[src/hw/aes_accel_pkg.sv]
package aes_accel_pkg;

  // Bus and scratchpad word
  typedef logic [31:0] word_t;

  // AES state or key, byte 0 in the top bits
  typedef logic [127:0] block_t;

  // Wishbone word address
  typedef logic [5:0] wb_adr_t;

  // Key words, KEY0 is the most significant
  localparam wb_adr_t REG_KEY0 = 6'd0;
  localparam wb_adr_t REG_KEY1 = 6'd1;
  localparam wb_adr_t REG_KEY2 = 6'd2;
  localparam wb_adr_t REG_KEY3 = 6'd3;

  // Job base addresses in scratchpad words
  localparam wb_adr_t REG_SRC = 6'd4;
  localparam wb_adr_t REG_DST = 6'd5;

  // Bit 0 starts a job / bit 0 busy, bit 1 done
  localparam wb_adr_t REG_CTRL   = 6'd6;
  localparam wb_adr_t REG_STATUS = 6'd7;

  // Scratchpad window, 32 words
  localparam wb_adr_t MEM_BASE = 6'd32;

endpackage

[src/hw/aes_block_storer.sv]
module aes_block_storer #(
  parameter int  MEM_WORDS = 32,
  localparam int AW        = $clog2(MEM_WORDS)
) (
  input  logic                  clk,
  input  logic                  reset_n,
  input  logic                  start_i,
  input  logic [AW-1:0]         base_i,
  input  aes_accel_pkg::block_t block_i,
  output logic [AW-1:0]         waddr_o,
  output logic                  we_o,
  output aes_accel_pkg::word_t  wdata_o,
  output logic                  done_o
);
  import aes_accel_pkg::*;

  logic          active_q;
  logic [1:0]    cnt_q;
  logic [AW-1:0] addr_q;
  block_t        blk_q;

  assign we_o    = active_q;
  assign waddr_o = addr_q;
  assign wdata_o = blk_q[127:96];
  // Done comes with the fourth write
  assign done_o  = active_q && (cnt_q == 2'd3);

  always_ff @(posedge clk or negedge reset_n) begin
    if (!reset_n) begin
      active_q <= 1'b0;
      cnt_q    <= '0;
    end else if (start_i) begin
      active_q <= 1'b1;
      cnt_q    <= '0;
    end else if (active_q) begin
      cnt_q <= cnt_q + 2'd1;
      if (cnt_q == 2'd3) begin
        active_q <= 1'b0;
      end
    end
  end

  always_ff @(posedge clk) begin
    if (start_i) begin
      blk_q  <= block_i;
      addr_q <= base_i;
    end else if (active_q) begin
      blk_q  <= {blk_q[95:0], 32'h0};
      addr_q <= addr_q + AW'(1);
    end
  end

endmodule

[config.mk]
export PLATFORM = sky130hd
export DESIGN_NAME = aes_block_storer
export DESIGN_NICKNAME = d
export VERILOG_FILES = /design/src/hw/aes_accel_pkg.sv /design/src/hw/aes_block_storer.sv
export SDC_FILE = /design/constraint.sdc
export NUM_CORES = 1
export LEC_CHECK = 0
export BUFFER_PORTS_ARGS = -buffer_cell sky130_fd_sc_hd__buf_2
export CORE_ASPECT_RATIO = 1.25
export CORE_MARGIN = 3
export CORE_UTILIZATION = 45
export CTS_BUF_LIST = sky130_fd_sc_hd__clkbuf_16
export CTS_CLUSTER_SIZE = 10
export DETAILED_ROUTE_END_ITERATION = 8
export HOLD_SLACK_MARGIN = 0.12
export MAX_ROUTING_LAYER = met4
export PLACE_DENSITY_LB_ADDON = 0.15
export SLEW_MARGIN = 20
export SYNTH_ARGS = -nofsm -noshare
export SYNTH_HDL_FRONTEND = slang
export SYNTH_SLANG_ARGS = --single-unit
[constraint.sdc]
create_clock -name clk -period 5.25 [get_ports clk]
set_clock_uncertainty 0.05 [all_clocks]
set_input_delay 0.2625 -clock clk [delete_from_list [all_inputs] [get_ports clk]]
set_output_delay 0.2625 -clock clk [all_outputs]
set_load 0.01 [all_outputs]
==> results.sh, run 1 <==
export IMPL_io_pins=175
export IMPL_port_buffers=174
export IMPL_synth_area_sq_mm=0.00604
export IMPL_max_stage_delay_ns=0.80
export IMPL_drtAntennaViolNets=0
export IMPL_finalNonFillerCells=798
export IMPL_synthCells=336
export IMPL_grt_start_max_net_pins=93
export IMPL_worstMarginPinSlew_ns=0.857
export IMPL_vias=3669
export IMPL_rsz0062_at_grt="no"
export IMPL_dieArea_sq_mm=0.0149
export IMPL_required_ns=5.25
export IMPL_drv_cap=0
export IMPL_syn_avg_cell_area_sq_um=18.0
export IMPL_period_needed_ns=2.32
export IMPL_core_area_sq_mm=0.0129
export IMPL_clockBufferDepth=2
export IMPL_crit_path_end_kind="flip-flop"
export IMPL_antennaDiodeCount=0
export IMPL_path_class="in -> reg"
export IMPL_cp_max_fo=92
export IMPL_synth_warnings=0
export IMPL_dp_cells=633
export IMPL_fp_row_count=46
export IMPL_initial_core_util_pct=46.9
export IMPL_status="finished clean"
export IMPL_min_period_over_period_pct=44.3
export IMPL_leakage_uw=0.00380
export IMPL_ys_ff_latch=136
export IMPL_cts_clk_slew_worst_paths_ns=0.05
export IMPL_start_kind="input port"
export IMPL_wirelength_microns=12000
export IMPL_nets=756
export IMPL_final_util_pct=68.0
export IMPL_grt_ovfl_total=0
export IMPL_cp_arrival_ns=2.33
export IMPL_slew_headroom_pct=42.8
export IMPL_yosysSeqAreaShare_pct=67.4
export IMPL_synth_cell_types=20
export IMPL_grt_total_usage_pct=17.3
export IMPL_cp_cell_sequence="buf_6 > or2_4 > buf_4"
export IMPL_via_per_inst=4.60
export IMPL_clock_latency_ns=0.42
export IMPL_max_clock_freq_mhz=430
export IMPL_cp_slowest_cell="or2_4"
export IMPL_synthesis_nets=474
export IMPL_cts_tree="yes"
export IMPL_place_congestion=0.745
export IMPL_setup_viol=0
export IMPL_powerDensity_mw_per_mm2=350
export IMPL_slew_viol_final=0
export IMPL_dpl_instance_area_sq_mm=0.00679
export IMPL_antenna_found_initial=0
export IMPL_cts_htree_levels=4
export IMPL_hold_path_class="in -> reg"
export IMPL_hold_violations=0
export IMPL_grt_pass1_vias=3955
export IMPL_syn2layout_area_growth_pct=45.1
export IMPL_peakVddDrop_v=0.000205
export IMPL_setup_tns_ns=0
export IMPL_clock_sinks=136
export IMPL_drc=0
export IMPL_die_w_microns=110
export IMPL_design_area_sq_mm=0.00876
export IMPL_die_y_microns=136
export IMPL_root_buffer="clkbuf_16"
export IMPL_drt_iter0_drc=119
export IMPL_postCtsSetupBuffers=0
export IMPL_grt_first_pass_wirelength_microns=18800
export IMPL_first_pass_iters=4
export IMPL_drive_above_1_share_pct=48.1
export IMPL_cts_buffers=17
export IMPL_wl_per_cell_microns=15.1
export IMPL_place_hpwl_microns=6990
-- repair_timing --
item,4_1_cts,5_1_grt
gates resized for setup,0,0
endpoints found under the setup margin,0,0
hold buffers,133,1
endpoints found under the hold margin,134,1
-- routing by layer --
layer	vias up	global-route usage [%]	part of all wire, %
met4	0	6.93	2.3
met1	1728	19.7	41
li1	1779	-	-
met2	138	28.8	51
met5	-	-	0
met3	24	4.96	6.1
-- per-stage QoR --
step	hold slack, ns	total power, uW	setup slack (ns)
3_5_place_dp	0.0110	1730	2.44
2_1_floorplan	-0.0831	1650	2.48
3_3_place_gp	0.00778	1720	2.50
4_1_cts	0.120	3090	2.87
6_report	0.129	3070	2.93
5_1_grt	0.124	3190	2.76
-- sequential cells by signal, summed over array words and instances, names as in the netlist --
register / cells
we_o: 1
waddr_o: 5
cnt_q: 2
blk_q: 128
-- kinds of logic after synthesis --
family / after synthesis / synth area share [%]
and+or+nand+nor: 42 / 4.06
muxes: 98 / 21.1
buffers and inverters: 49 / 6.03
adders and majority gates: 2 / 0.414
xor gates and xnor gates: 4 / 0.580
DFF: 136 / 67.4
AOI/OAI and AO/OA: 5 / 0.456
-- final cells by class --
cell class | instances | area, sq um
Timing Repair Buffer | 311 | 2240
Tap cell | 168 | 210
Clock buffer | 17 | 425
Sequential cell | 136 | 4070
Multi-Input combinational cell | 151 | 1610
Fill cell | 896 | 4130
Clock inverter | 14 | 205
Inverter | 1 | 3.75
-- cell usage after synthesis --
cell	instances	area (sq um)
ha_1	2	25.0
edfxtp_1	133	3990
clkbuf_1	3	11.3
xnor2_1	2	17.5
o21ai_0	4	20.0
and2_1	33	206
a21o_1	1	7.51
nand2_1	4	15.0
buf_2	6	30.0
xor2_1	2	17.5
buf_4	32	240
buf_6	7	78.8
mux2_4	46	691
mux2_2	51	574
inv_1	1	3.75
mux2i_1	1	10.0
or2_2	1	6.26
nand3_1	2	10.0
dfrtp_1	3	75.1
nor2_1	2	7.51
-- layout by cell type (no fill, tap or decap), types with 3 or more instances in the layout --
cell type,n
bufinv_16,5
buf_2,173
nand2_1,4
clkbuf_16,17
mux2_2,51
clkinv_1,3
edfxtp_1,133
mux2_4,46
o21ai_0,4
dlygate4sd3_1,134
buf_4,3
and2_1,33
dfrtp_1,3
-- worst max-delay path, delay by kind of cell --
| kind | cells | cell delay (ns) |
|---|---|---|
| simple gates | 1 | 0.80 |
| buf+inv | 2 | 1.20 |
-- power by group --
group	switching (uW)	internal, uW	total (uW)
registers	46.3	1360	1410
logic	145	241	386
clock network	440	835	1270
total	631	2440	3070
-- path summary, 6_finish.rpt --
check                      slack (ns)           startpoint  cells after the start                   end
min in group asynchronous        0.68              reset_n                      3        we_o$_DFF_PN0_
setup reg to reg                 3.09       we_o$_DFF_PN0_                      2   blk_q[73]$_DFFE_PP_
hold reg to reg                  0.49  blk_q[49]$_DFFE_PP_                      1   blk_q[81]$_DFFE_PP_
hold / removal                   0.13          block_i[41]                      2   blk_q[41]$_DFFE_PP_
setup / recovery                 2.93              start_i                      3   blk_q[73]$_DFFE_PP_
max in group asynchronous        4.33              reset_n                      3  cnt_q[0]$_DFFE_PN0P_
Note: power is estimated with default switching activity, not from simulation.
==> run 2: changes to the inputs <==
- clock period: 5.25 -> 2.25 ns (I/O delays scaled with it)
==> results.sh, run 2 <==
export IMPL_status="did not finish"
export IMPL_lastStage="clock tree synthesis"
export IMPL_run_stop_error="[ERROR RSZ-0060] Max buffer count reached."
export IMPL_synth_cell_types=20
export IMPL_synth_edff_count=133
export IMPL_preCtsSetupSlack_ns=0.751
export IMPL_root_buffer="clkbuf_16"
export IMPL_synth_most_common_cell="edfxtp_1"
export IMPL_cts_htree_levels=4
export IMPL_fp_row_count=46
export IMPL_clockBufferDepth=2
export IMPL_yosys_top_cells_count="133 x edfxtp_1, 51 x mux2_2, 46 x mux2_4"
export IMPL_synthesis_nets=474
export IMPL_async_flop_share_pct=2.21
export IMPL_synth_area_top_cells="edfxtp_1 66%, mux2_4 11%, mux2_2 9.5%"
export IMPL_synthCells=336
export IMPL_port_buffers=174
export IMPL_synth_area_sq_mm=0.00604
export IMPL_yosysSeqAreaShare_pct=67.4
export IMPL_cts_buffers=17
export IMPL_synth_warnings=0
export IMPL_place_hpwl_microns=6890
export IMPL_die_w_microns=110
export IMPL_synth_top_cell_by_area="edfxtp_1"
export IMPL_cts_resized_gates=0
export IMPL_clock_sinks=136
export IMPL_synth_flop_cell="edfxtp_1"
export IMPL_syn_avg_cell_area_sq_um=18.0
export IMPL_io_pins=175
export IMPL_die_y_microns=136
export IMPL_place_congestion=0.719
export IMPL_ys_ff_latch=136
export IMPL_dpl_instance_area_sq_mm=0.00685
export IMPL_initial_core_util_pct=46.9
export IMPL_cts_hold_buffers=134
export IMPL_synth_top_cell_area_share_pct=66.1
export IMPL_postCtsSetupBuffers=0
run 2: logic make-up after synthesis:
group	synth area share, %
AOI/OAI and AO/OA	0.456
xor gates and xnor gates	0.580
adders and majority gates	0.414
buffers and inverters	6.03
DFF	67.4
muxes	21.1
and+or+nand+nor	4.06
run 2: per-stage QoR:
stage               cells  hold slack (ns)
global placement      635           -0.142
detailed placement    635           -0.140
floorplan             336           -0.233
==> run 3: changes to the inputs <==
- CORE_ASPECT_RATIO: 1.25 -> unset
- CORE_UTILIZATION: 45 -> 30
- CTS_BUF_LIST: sky130_fd_sc_hd__clkbuf_16 -> unset
- CTS_CLUSTER_SIZE: 10 -> unset
- HOLD_SLACK_MARGIN: 0.12 -> unset
- MAX_ROUTING_LAYER: met4 -> unset
==> results.sh, run 3 (synthesis results as in run 1) <==
export IMPL_status="finished clean"
export IMPL_hold_path_class="in -> reg"
export IMPL_drt_iter0_drc=179
export IMPL_cts_htree_levels=4
export IMPL_core_area_sq_mm=0.0197
export IMPL_port_buffers=174
export IMPL_die_w_microns=148
export IMPL_dieArea_sq_mm=0.0219
export IMPL_clockBufferDepth=2
export IMPL_io_pins=175
export IMPL_fill_cells=1809
export IMPL_p_sw_uw=1480
export IMPL_final_common_cell="buf_2"
export IMPL_fp_row_count=51
export IMPL_vias=3582
export IMPL_multi_input_comb_area_sq_mm=0.00161
export IMPL_clock_sinks=136
export IMPL_drtAntennaViolNets=0
export IMPL_slew_headroom_pct=72.4
export IMPL_cts_clk_slew_worst_paths_ns=0.06
export IMPL_power_internal_uw=5470
export IMPL_cts_buffers=17
export IMPL_preCtsSetupSlack_ns=0.794
export IMPL_peakVddDrop_v=0.000481
export IMPL_period_needed_ns=1.49
export IMPL_grt_first_pass_wirelength_microns=19500
export IMPL_netSwitchingFraction_pct=21.2
export IMPL_rsz0062_at_grt="no"
export IMPL_hold_path_depth=2
export IMPL_nets=759
export IMPL_cp_arrival_ns=1.33
export IMPL_drive_above_1_share_pct=48.2
export IMPL_grt_total_usage_pct=11.4
export IMPL_wl_per_cell_microns=13.4
export IMPL_dpl_instance_area_sq_mm=0.00698
export IMPL_syn2layout_area_growth_pct=47.6
export IMPL_seqCellArea_sq_mm=0.00407
export IMPL_leakage_uw=0.00382
export IMPL_cts_resized_gates=0
export IMPL_first_pass_iters=4
export IMPL_root_buffer="clkbuf_16"
export IMPL_max_clock_freq_mhz=672
export IMPL_drc=0
export IMPL_sequentialPowerShare_pct=47.0
export IMPL_setup_tns_ns=0
export IMPL_path_class="reg -> out"
export IMPL_largest_register="blk_q"
export IMPL_crit_path_end_kind="output pin"
export IMPL_worstMarginPinSlew_ns=0.414
export IMPL_grt_pass1_vias=3936
export IMPL_power_frac_comb_pct=13.1
export IMPL_reg2reg_depth=2
export IMPL_layout_common_cells="173 x buf_2, 135 x dlygate4sd3_1, 133 x edfxtp_1, 51 x mux2_2, 46 x mux2_4"
export IMPL_grt_start_max_net_pins=68
export IMPL_setup_slack_ns=0.762
export IMPL_drv_cap=0
export IMPL_largest_reg_flops=128
export IMPL_min_period_over_period_pct=66.2
export IMPL_place_hpwl_microns=7560
export IMPL_via_per_inst=3.99
export IMPL_cp_max_fo=2
export IMPL_antennaDiodeCount=0
export IMPL_powerDensity_mw_per_mm2=780
export IMPL_place_congestion=0.727
export IMPL_pwr_share_clk_pct=39.9
export IMPL_required_ns=2.09
export IMPL_die_y_microns=148
export IMPL_design_area_sq_mm=0.00892
export IMPL_cts_tree="yes"
export IMPL_setup_viol=0
export IMPL_start_kind="flip-flop"
export IMPL_clock_latency_ns=0.41
export IMPL_hold_violations=0
export IMPL_wirelength_microns=12100
export IMPL_initial_core_util_pct=30.7
export IMPL_grt_ovfl_total=0
export IMPL_antenna_found_initial=0
export IMPL_slew_viol_final=0
-- run 3: layer usage --
metal / vias up / track usage [%] / share of wire (%)
met4: 0 / 4.62 / 1.3
met5: - / 0 / 0
met2: 98 / 19.8 / 52
met1: 1686 / 13.2 / 41
li1: 1787 / - / -
met3: 11 / 3.56 / 5.0
-- run 3: critical path, cell delays in order, from the launching register on --
cell,delay (ns)
dfrtp_1,0.39
ha_1,0.22
and2_1,0.17
buf_2,0.14
-- run 3: power groups by stage --
stage          sequential, uW  combinational, uW  clock (uW)
3_5_place_dp             3320                741           0
3_3_place_gp             3310                724           0
2_1_floorplan            3310                550           0
5_1_grt                  3300                997        2980
6_report                 3260                913        2770
4_1_cts                  3270                931        2870
-- run 3: final cells by class --
type,count,area share [%]
Timing Repair Buffer,314,26.0
Inverter,1,0.0421
Clock buffer,18,4.81
Tap cell,265,3.72
Clock inverter,13,1.75
Multi-Input combinational cell,151,18.1
Sequential cell,136,45.6
-- run 3: final timing paths --
check	from	endpoint	slack, ns
worst max register to register	we_o$_DFF_PN0_	blk_q[11]$_SDFFCE_PN0P_	0.81
max in group asynchronous	reset_n	we_o$_DFF_PN0_	1.48
worst min register to register	blk_q[47]$_DFFE_PP_	blk_q[79]$_DFFE_PP_	0.49
worst max-delay path	cnt_q[0]$_DFFE_PN0P_	done_o	0.76
worst min-delay path	start_i	blk_q[83]$_DFFE_PP_	0.15
min in group asynchronous	reset_n	cnt_q[1]$_DFFE_PN0P_	0.52
-- run 3: timing repair --
item	CTS	global route
hold endpoints to repair	136	0
buffers inserted	0	0
hold buffers	135	0
-- run 3: metrics by stage --
| step | total power, uW | util [%] | hold slack, ns | instances |
|---|---|---|---|---|
| final | 6950 | 45.4 | 0.151 | 898 |
| after CTS | 7070 | 45.4 | 0.125 | 898 |
| after floorplan | 3860 | - | -0.233 | 336 |
| after global routing | 7270 | 45.4 | 0.131 | 898 |
| after global placement | 4040 | 35.5 | -0.138 | 732 |
| after detailed placement | 4060 | 35.5 | -0.137 | 732 |
==> run 4: changes to the inputs <==
- ABC_AREA: unset -> 1
- clock period: 2.25 -> 1.2 ns (I/O delays scaled with it)
==> results.sh, run 4 <==
export IMPL_status="finished, violations left"
export IMPL_violations="negative setup slack"
export IMPL_synthCells=581
export IMPL_grt_use_met1_pct=17.3
export IMPL_synthSimpleGateAreaFrac_pct=21.7
export IMPL_synth_warnings=0
export IMPL_power_uw=13400
export IMPL_rsz0062_at_grt="yes"
export IMPL_grt_use_met2_pct=21.9
export IMPL_root_buffer="clkbuf_16"
export IMPL_setup_slack_ns=-0.109
export IMPL_largest_reg_flops=128
export IMPL_cp_arrival_ns=1.20
export IMPL_peakVddDrop_v=0.000904
export IMPL_grt_pass1_vias=4801
export IMPL_drc=0
export IMPL_power_internal_uw=10500
export IMPL_p_sw_uw=2920
export IMPL_antenna_found_initial=1
export IMPL_vias=4619
export IMPL_wl_per_cell_microns=12.7
export IMPL_cp_cell_sequence="ha_2 > nand2_2 > inv_2 > buf_6"
export IMPL_fill_cells=1861
export IMPL_period_needed_ns=1.31
export IMPL_min_period_over_period_pct=109
export IMPL_port_buffers=174
export IMPL_yosys_top_cells_count="334 x nand2_1, 133 x edfxtp_1, 41 x buf_4"
export IMPL_core_area_sq_mm=0.0195
export IMPL_via_per_inst=4.01
export IMPL_slew_headroom_pct=71.0
export IMPL_drt_iter0_drc=163
export IMPL_clockBufferDepth=2
export IMPL_grt_total_usage_pct=13.8
export IMPL_crit_path_end_kind="output pin"
export IMPL_nets=1013
export IMPL_yosysSeqAreaShare_pct=68.0
export IMPL_grt_start_max_net_pins=51
export IMPL_die_y_microns=147
export IMPL_max_stage_delay_ns=0.38
export IMPL_async_flop_share_pct=2.21
export IMPL_antennaDiodeCount=0
export IMPL_clock_sinks=136
export IMPL_synth_top_family_by_area="simple AND/OR/NAND/NOR gates"
export IMPL_syn2layout_area_growth_pct=52.8
export IMPL_drive_above_1_share_pct=26.7
export IMPL_synthXorXnorAreaFrac_pct=0.293
export IMPL_cts_buffers=17
export IMPL_sequentialPowerShare_pct=45.4
export IMPL_cp_slowest_cell="dfrtp_1"
export IMPL_fp_row_count=51
export IMPL_design_area_sq_mm=0.00915
export IMPL_grt_use_met3_pct=3.82
export IMPL_wirelength_microns=14600
export IMPL_max_clock_freq_mhz=764
export IMPL_setup_viol=3
export IMPL_required_ns=1.09
export IMPL_first_pass_iters=4
export IMPL_netSwitchingFraction_pct=21.7
export IMPL_synthesis_nets=719
export IMPL_multi_input_comb_area_sq_mm=0.00141
export IMPL_yosys_mux_area_fraction_pct=0
export IMPL_syn_avg_cell_area_sq_um=10.3
export IMPL_initial_core_util_pct=30.7
export IMPL_ys_ff_latch=136
export IMPL_path_class="reg -> out"
export IMPL_grt_first_pass_wirelength_microns=23300
export IMPL_slew_viol_final=0
export IMPL_drtAntennaViolNets=0
export IMPL_die_w_microns=147
export IMPL_start_kind="flip-flop"
export IMPL_dpl_instance_area_sq_mm=0.00704
export IMPL_crit_family="flip-flops"
export IMPL_cp_max_fo=2
export IMPL_synth_compound_gate_area_share_pct=0.251
export IMPL_drv_cap=0
export IMPL_worstMarginPinSlew_ns=0.435
export IMPL_clock_latency_ns=0.41
export IMPL_synth_cell_types=14
export IMPL_largest_register="blk_q"
export IMPL_pwr_share_clk_pct=41.2
export IMPL_leakage_uw=0.00452
export IMPL_grt_busiest_layer="met2"
export IMPL_synth_edff_count=133
export IMPL_dieArea_sq_mm=0.0217
export IMPL_io_pins=175
export IMPL_synth_top_cell_by_area="edfxtp_1"
export IMPL_critPathBufInv=2
export IMPL_synth_area_sq_mm=0.00599
export IMPL_synth_flop_cell="edfxtp_1"
export IMPL_synth_top_cell_area_share_pct=66.7
export IMPL_final_common_cell="nand2_1"
export IMPL_power_frac_comb_pct=13.4
export IMPL_synth_area_top_cells="edfxtp_1 67%, nand2_1 21%, buf_4 5.1%"
export IMPL_powerDensity_mw_per_mm2=1470
export IMPL_seqCellArea_sq_mm=0.00407
export IMPL_hold_path_class="in -> reg"
export IMPL_place_congestion=0.715
export IMPL_hold_violations=0
export IMPL_synth_most_common_cell="nand2_1"
export IMPL_cts_tree="yes"
export IMPL_layout_common_cells="332 x nand2_1, 169 x buf_2, 136 x dlygate4sd3_1, 133 x edfxtp_1, 34 x inv_1"
export IMPL_synthAdderAreaFrac_pct=0.418
export IMPL_cts_clk_slew_worst_paths_ns=0.05
export IMPL_place_hpwl_microns=9750
export IMPL_grt_ovfl_total=0
export IMPL_cts_htree_levels=4
-- run 4: changes by cell type in the layout (fill, tap and decap cells not counted), moves of 10 or more --
cell     delta
mux2_4     -46
and2_1     -33
mux2_2     -51
inv_1      +33
buf_4      +10
nand2_1   +328
-- run 4: final cells by class --
cell class	instances	share of cell area, %
sequential	136	44.5
timing repair buffer	333	28.0
multi-input combinational	350	15.4
clock buffer	18	4.69
tap	265	3.62
clock inverter	14	2.24
inverter	37	1.56
-- run 4: power groups by stage --
stage / Sequential (uW) / Clock (uW) / Combinational, uW
floorplan: 6170 / 0 / 862
global placement: 6200 / 0 / 1320
detailed placement: 6210 / 0 / 1350
CTS: 6110 / 5670 / 1770
global route: 6170 / 5870 / 2010
finish: 6110 / 5530 / 1800
-- run 4: kinds of logic after synthesis --
group	after synthesis
AO/OA/AOI/OAI	3
XOR/XNOR	2
adder cells (fa/ha/maj)	2
buffers and inverters	95
flip-flops	136
AND/OR/NAND/NOR	343
-- run 4: timing repair --
action / in CTS / in global routing
hold buffers: 136 / 0
pin swaps: 2 / 7
setup endpoints to repair: 5 / 7
gates resized for setup: 10 / 7
setup buffers: 4 / 1
hold endpoints to repair: 136 / 0
-- run 4: layer usage --
metal,routed length (microns),vias up,share of wire [%]
met4,508,2,3.5
li1,-,2410,-
met1,6440,2015,44
met5,13,-,0.089
met3,828,34,5.7
met2,6840,158,47
-- run 4: worst paths after layout --
path,startpoint,end,slack [ns],depth (start not counted)
worst max-delay path,cnt_q[0]$_DFFE_PN0P_,done_o,-0.11,4
min in group asynchronous,reset_n,cnt_q[1]$_DFFE_PN0P_,0.51,3
worst min register to register,blk_q[55]$_DFFE_PP_,blk_q[87]$_DFFE_PP_,0.46,2
worst min-delay path,start_i,cnt_q[0]$_DFFE_PN0P_,0.1,3
worst max register to register,waddr_o[0]$_DFFE_PP_,waddr_o[3]$_DFFE_PP_,0,6
max in group asynchronous,reset_n,we_o$_DFF_PN0_,0.43,3
-- run 4: through the flow --
step / setup TNS [ns] / std cells / utilization [%] / hold slack, ns / setup WS, ns
after floorplan: -34.22 / 581 / - / -0.286 / -0.257
after global placement: 0 / 980 / 36.1 / -0.193 / 0.0206
after detailed placement: -0.164 / 980 / 36.1 / -0.189 / -0.00641
after CTS: -0.199 / 1152 / 46.6 / 0.0808 / -0.147
after global routing: -0.480 / 1153 / 46.8 / 0.113 / -0.158
final: -0.155 / 1153 / 46.8 / 0.0953 / -0.109
-- run 4: tightest hold or removal path, stage by stage --
cell	delay, ns
buf_4	0.14
buf_12	0.22
nor2_1	0.08
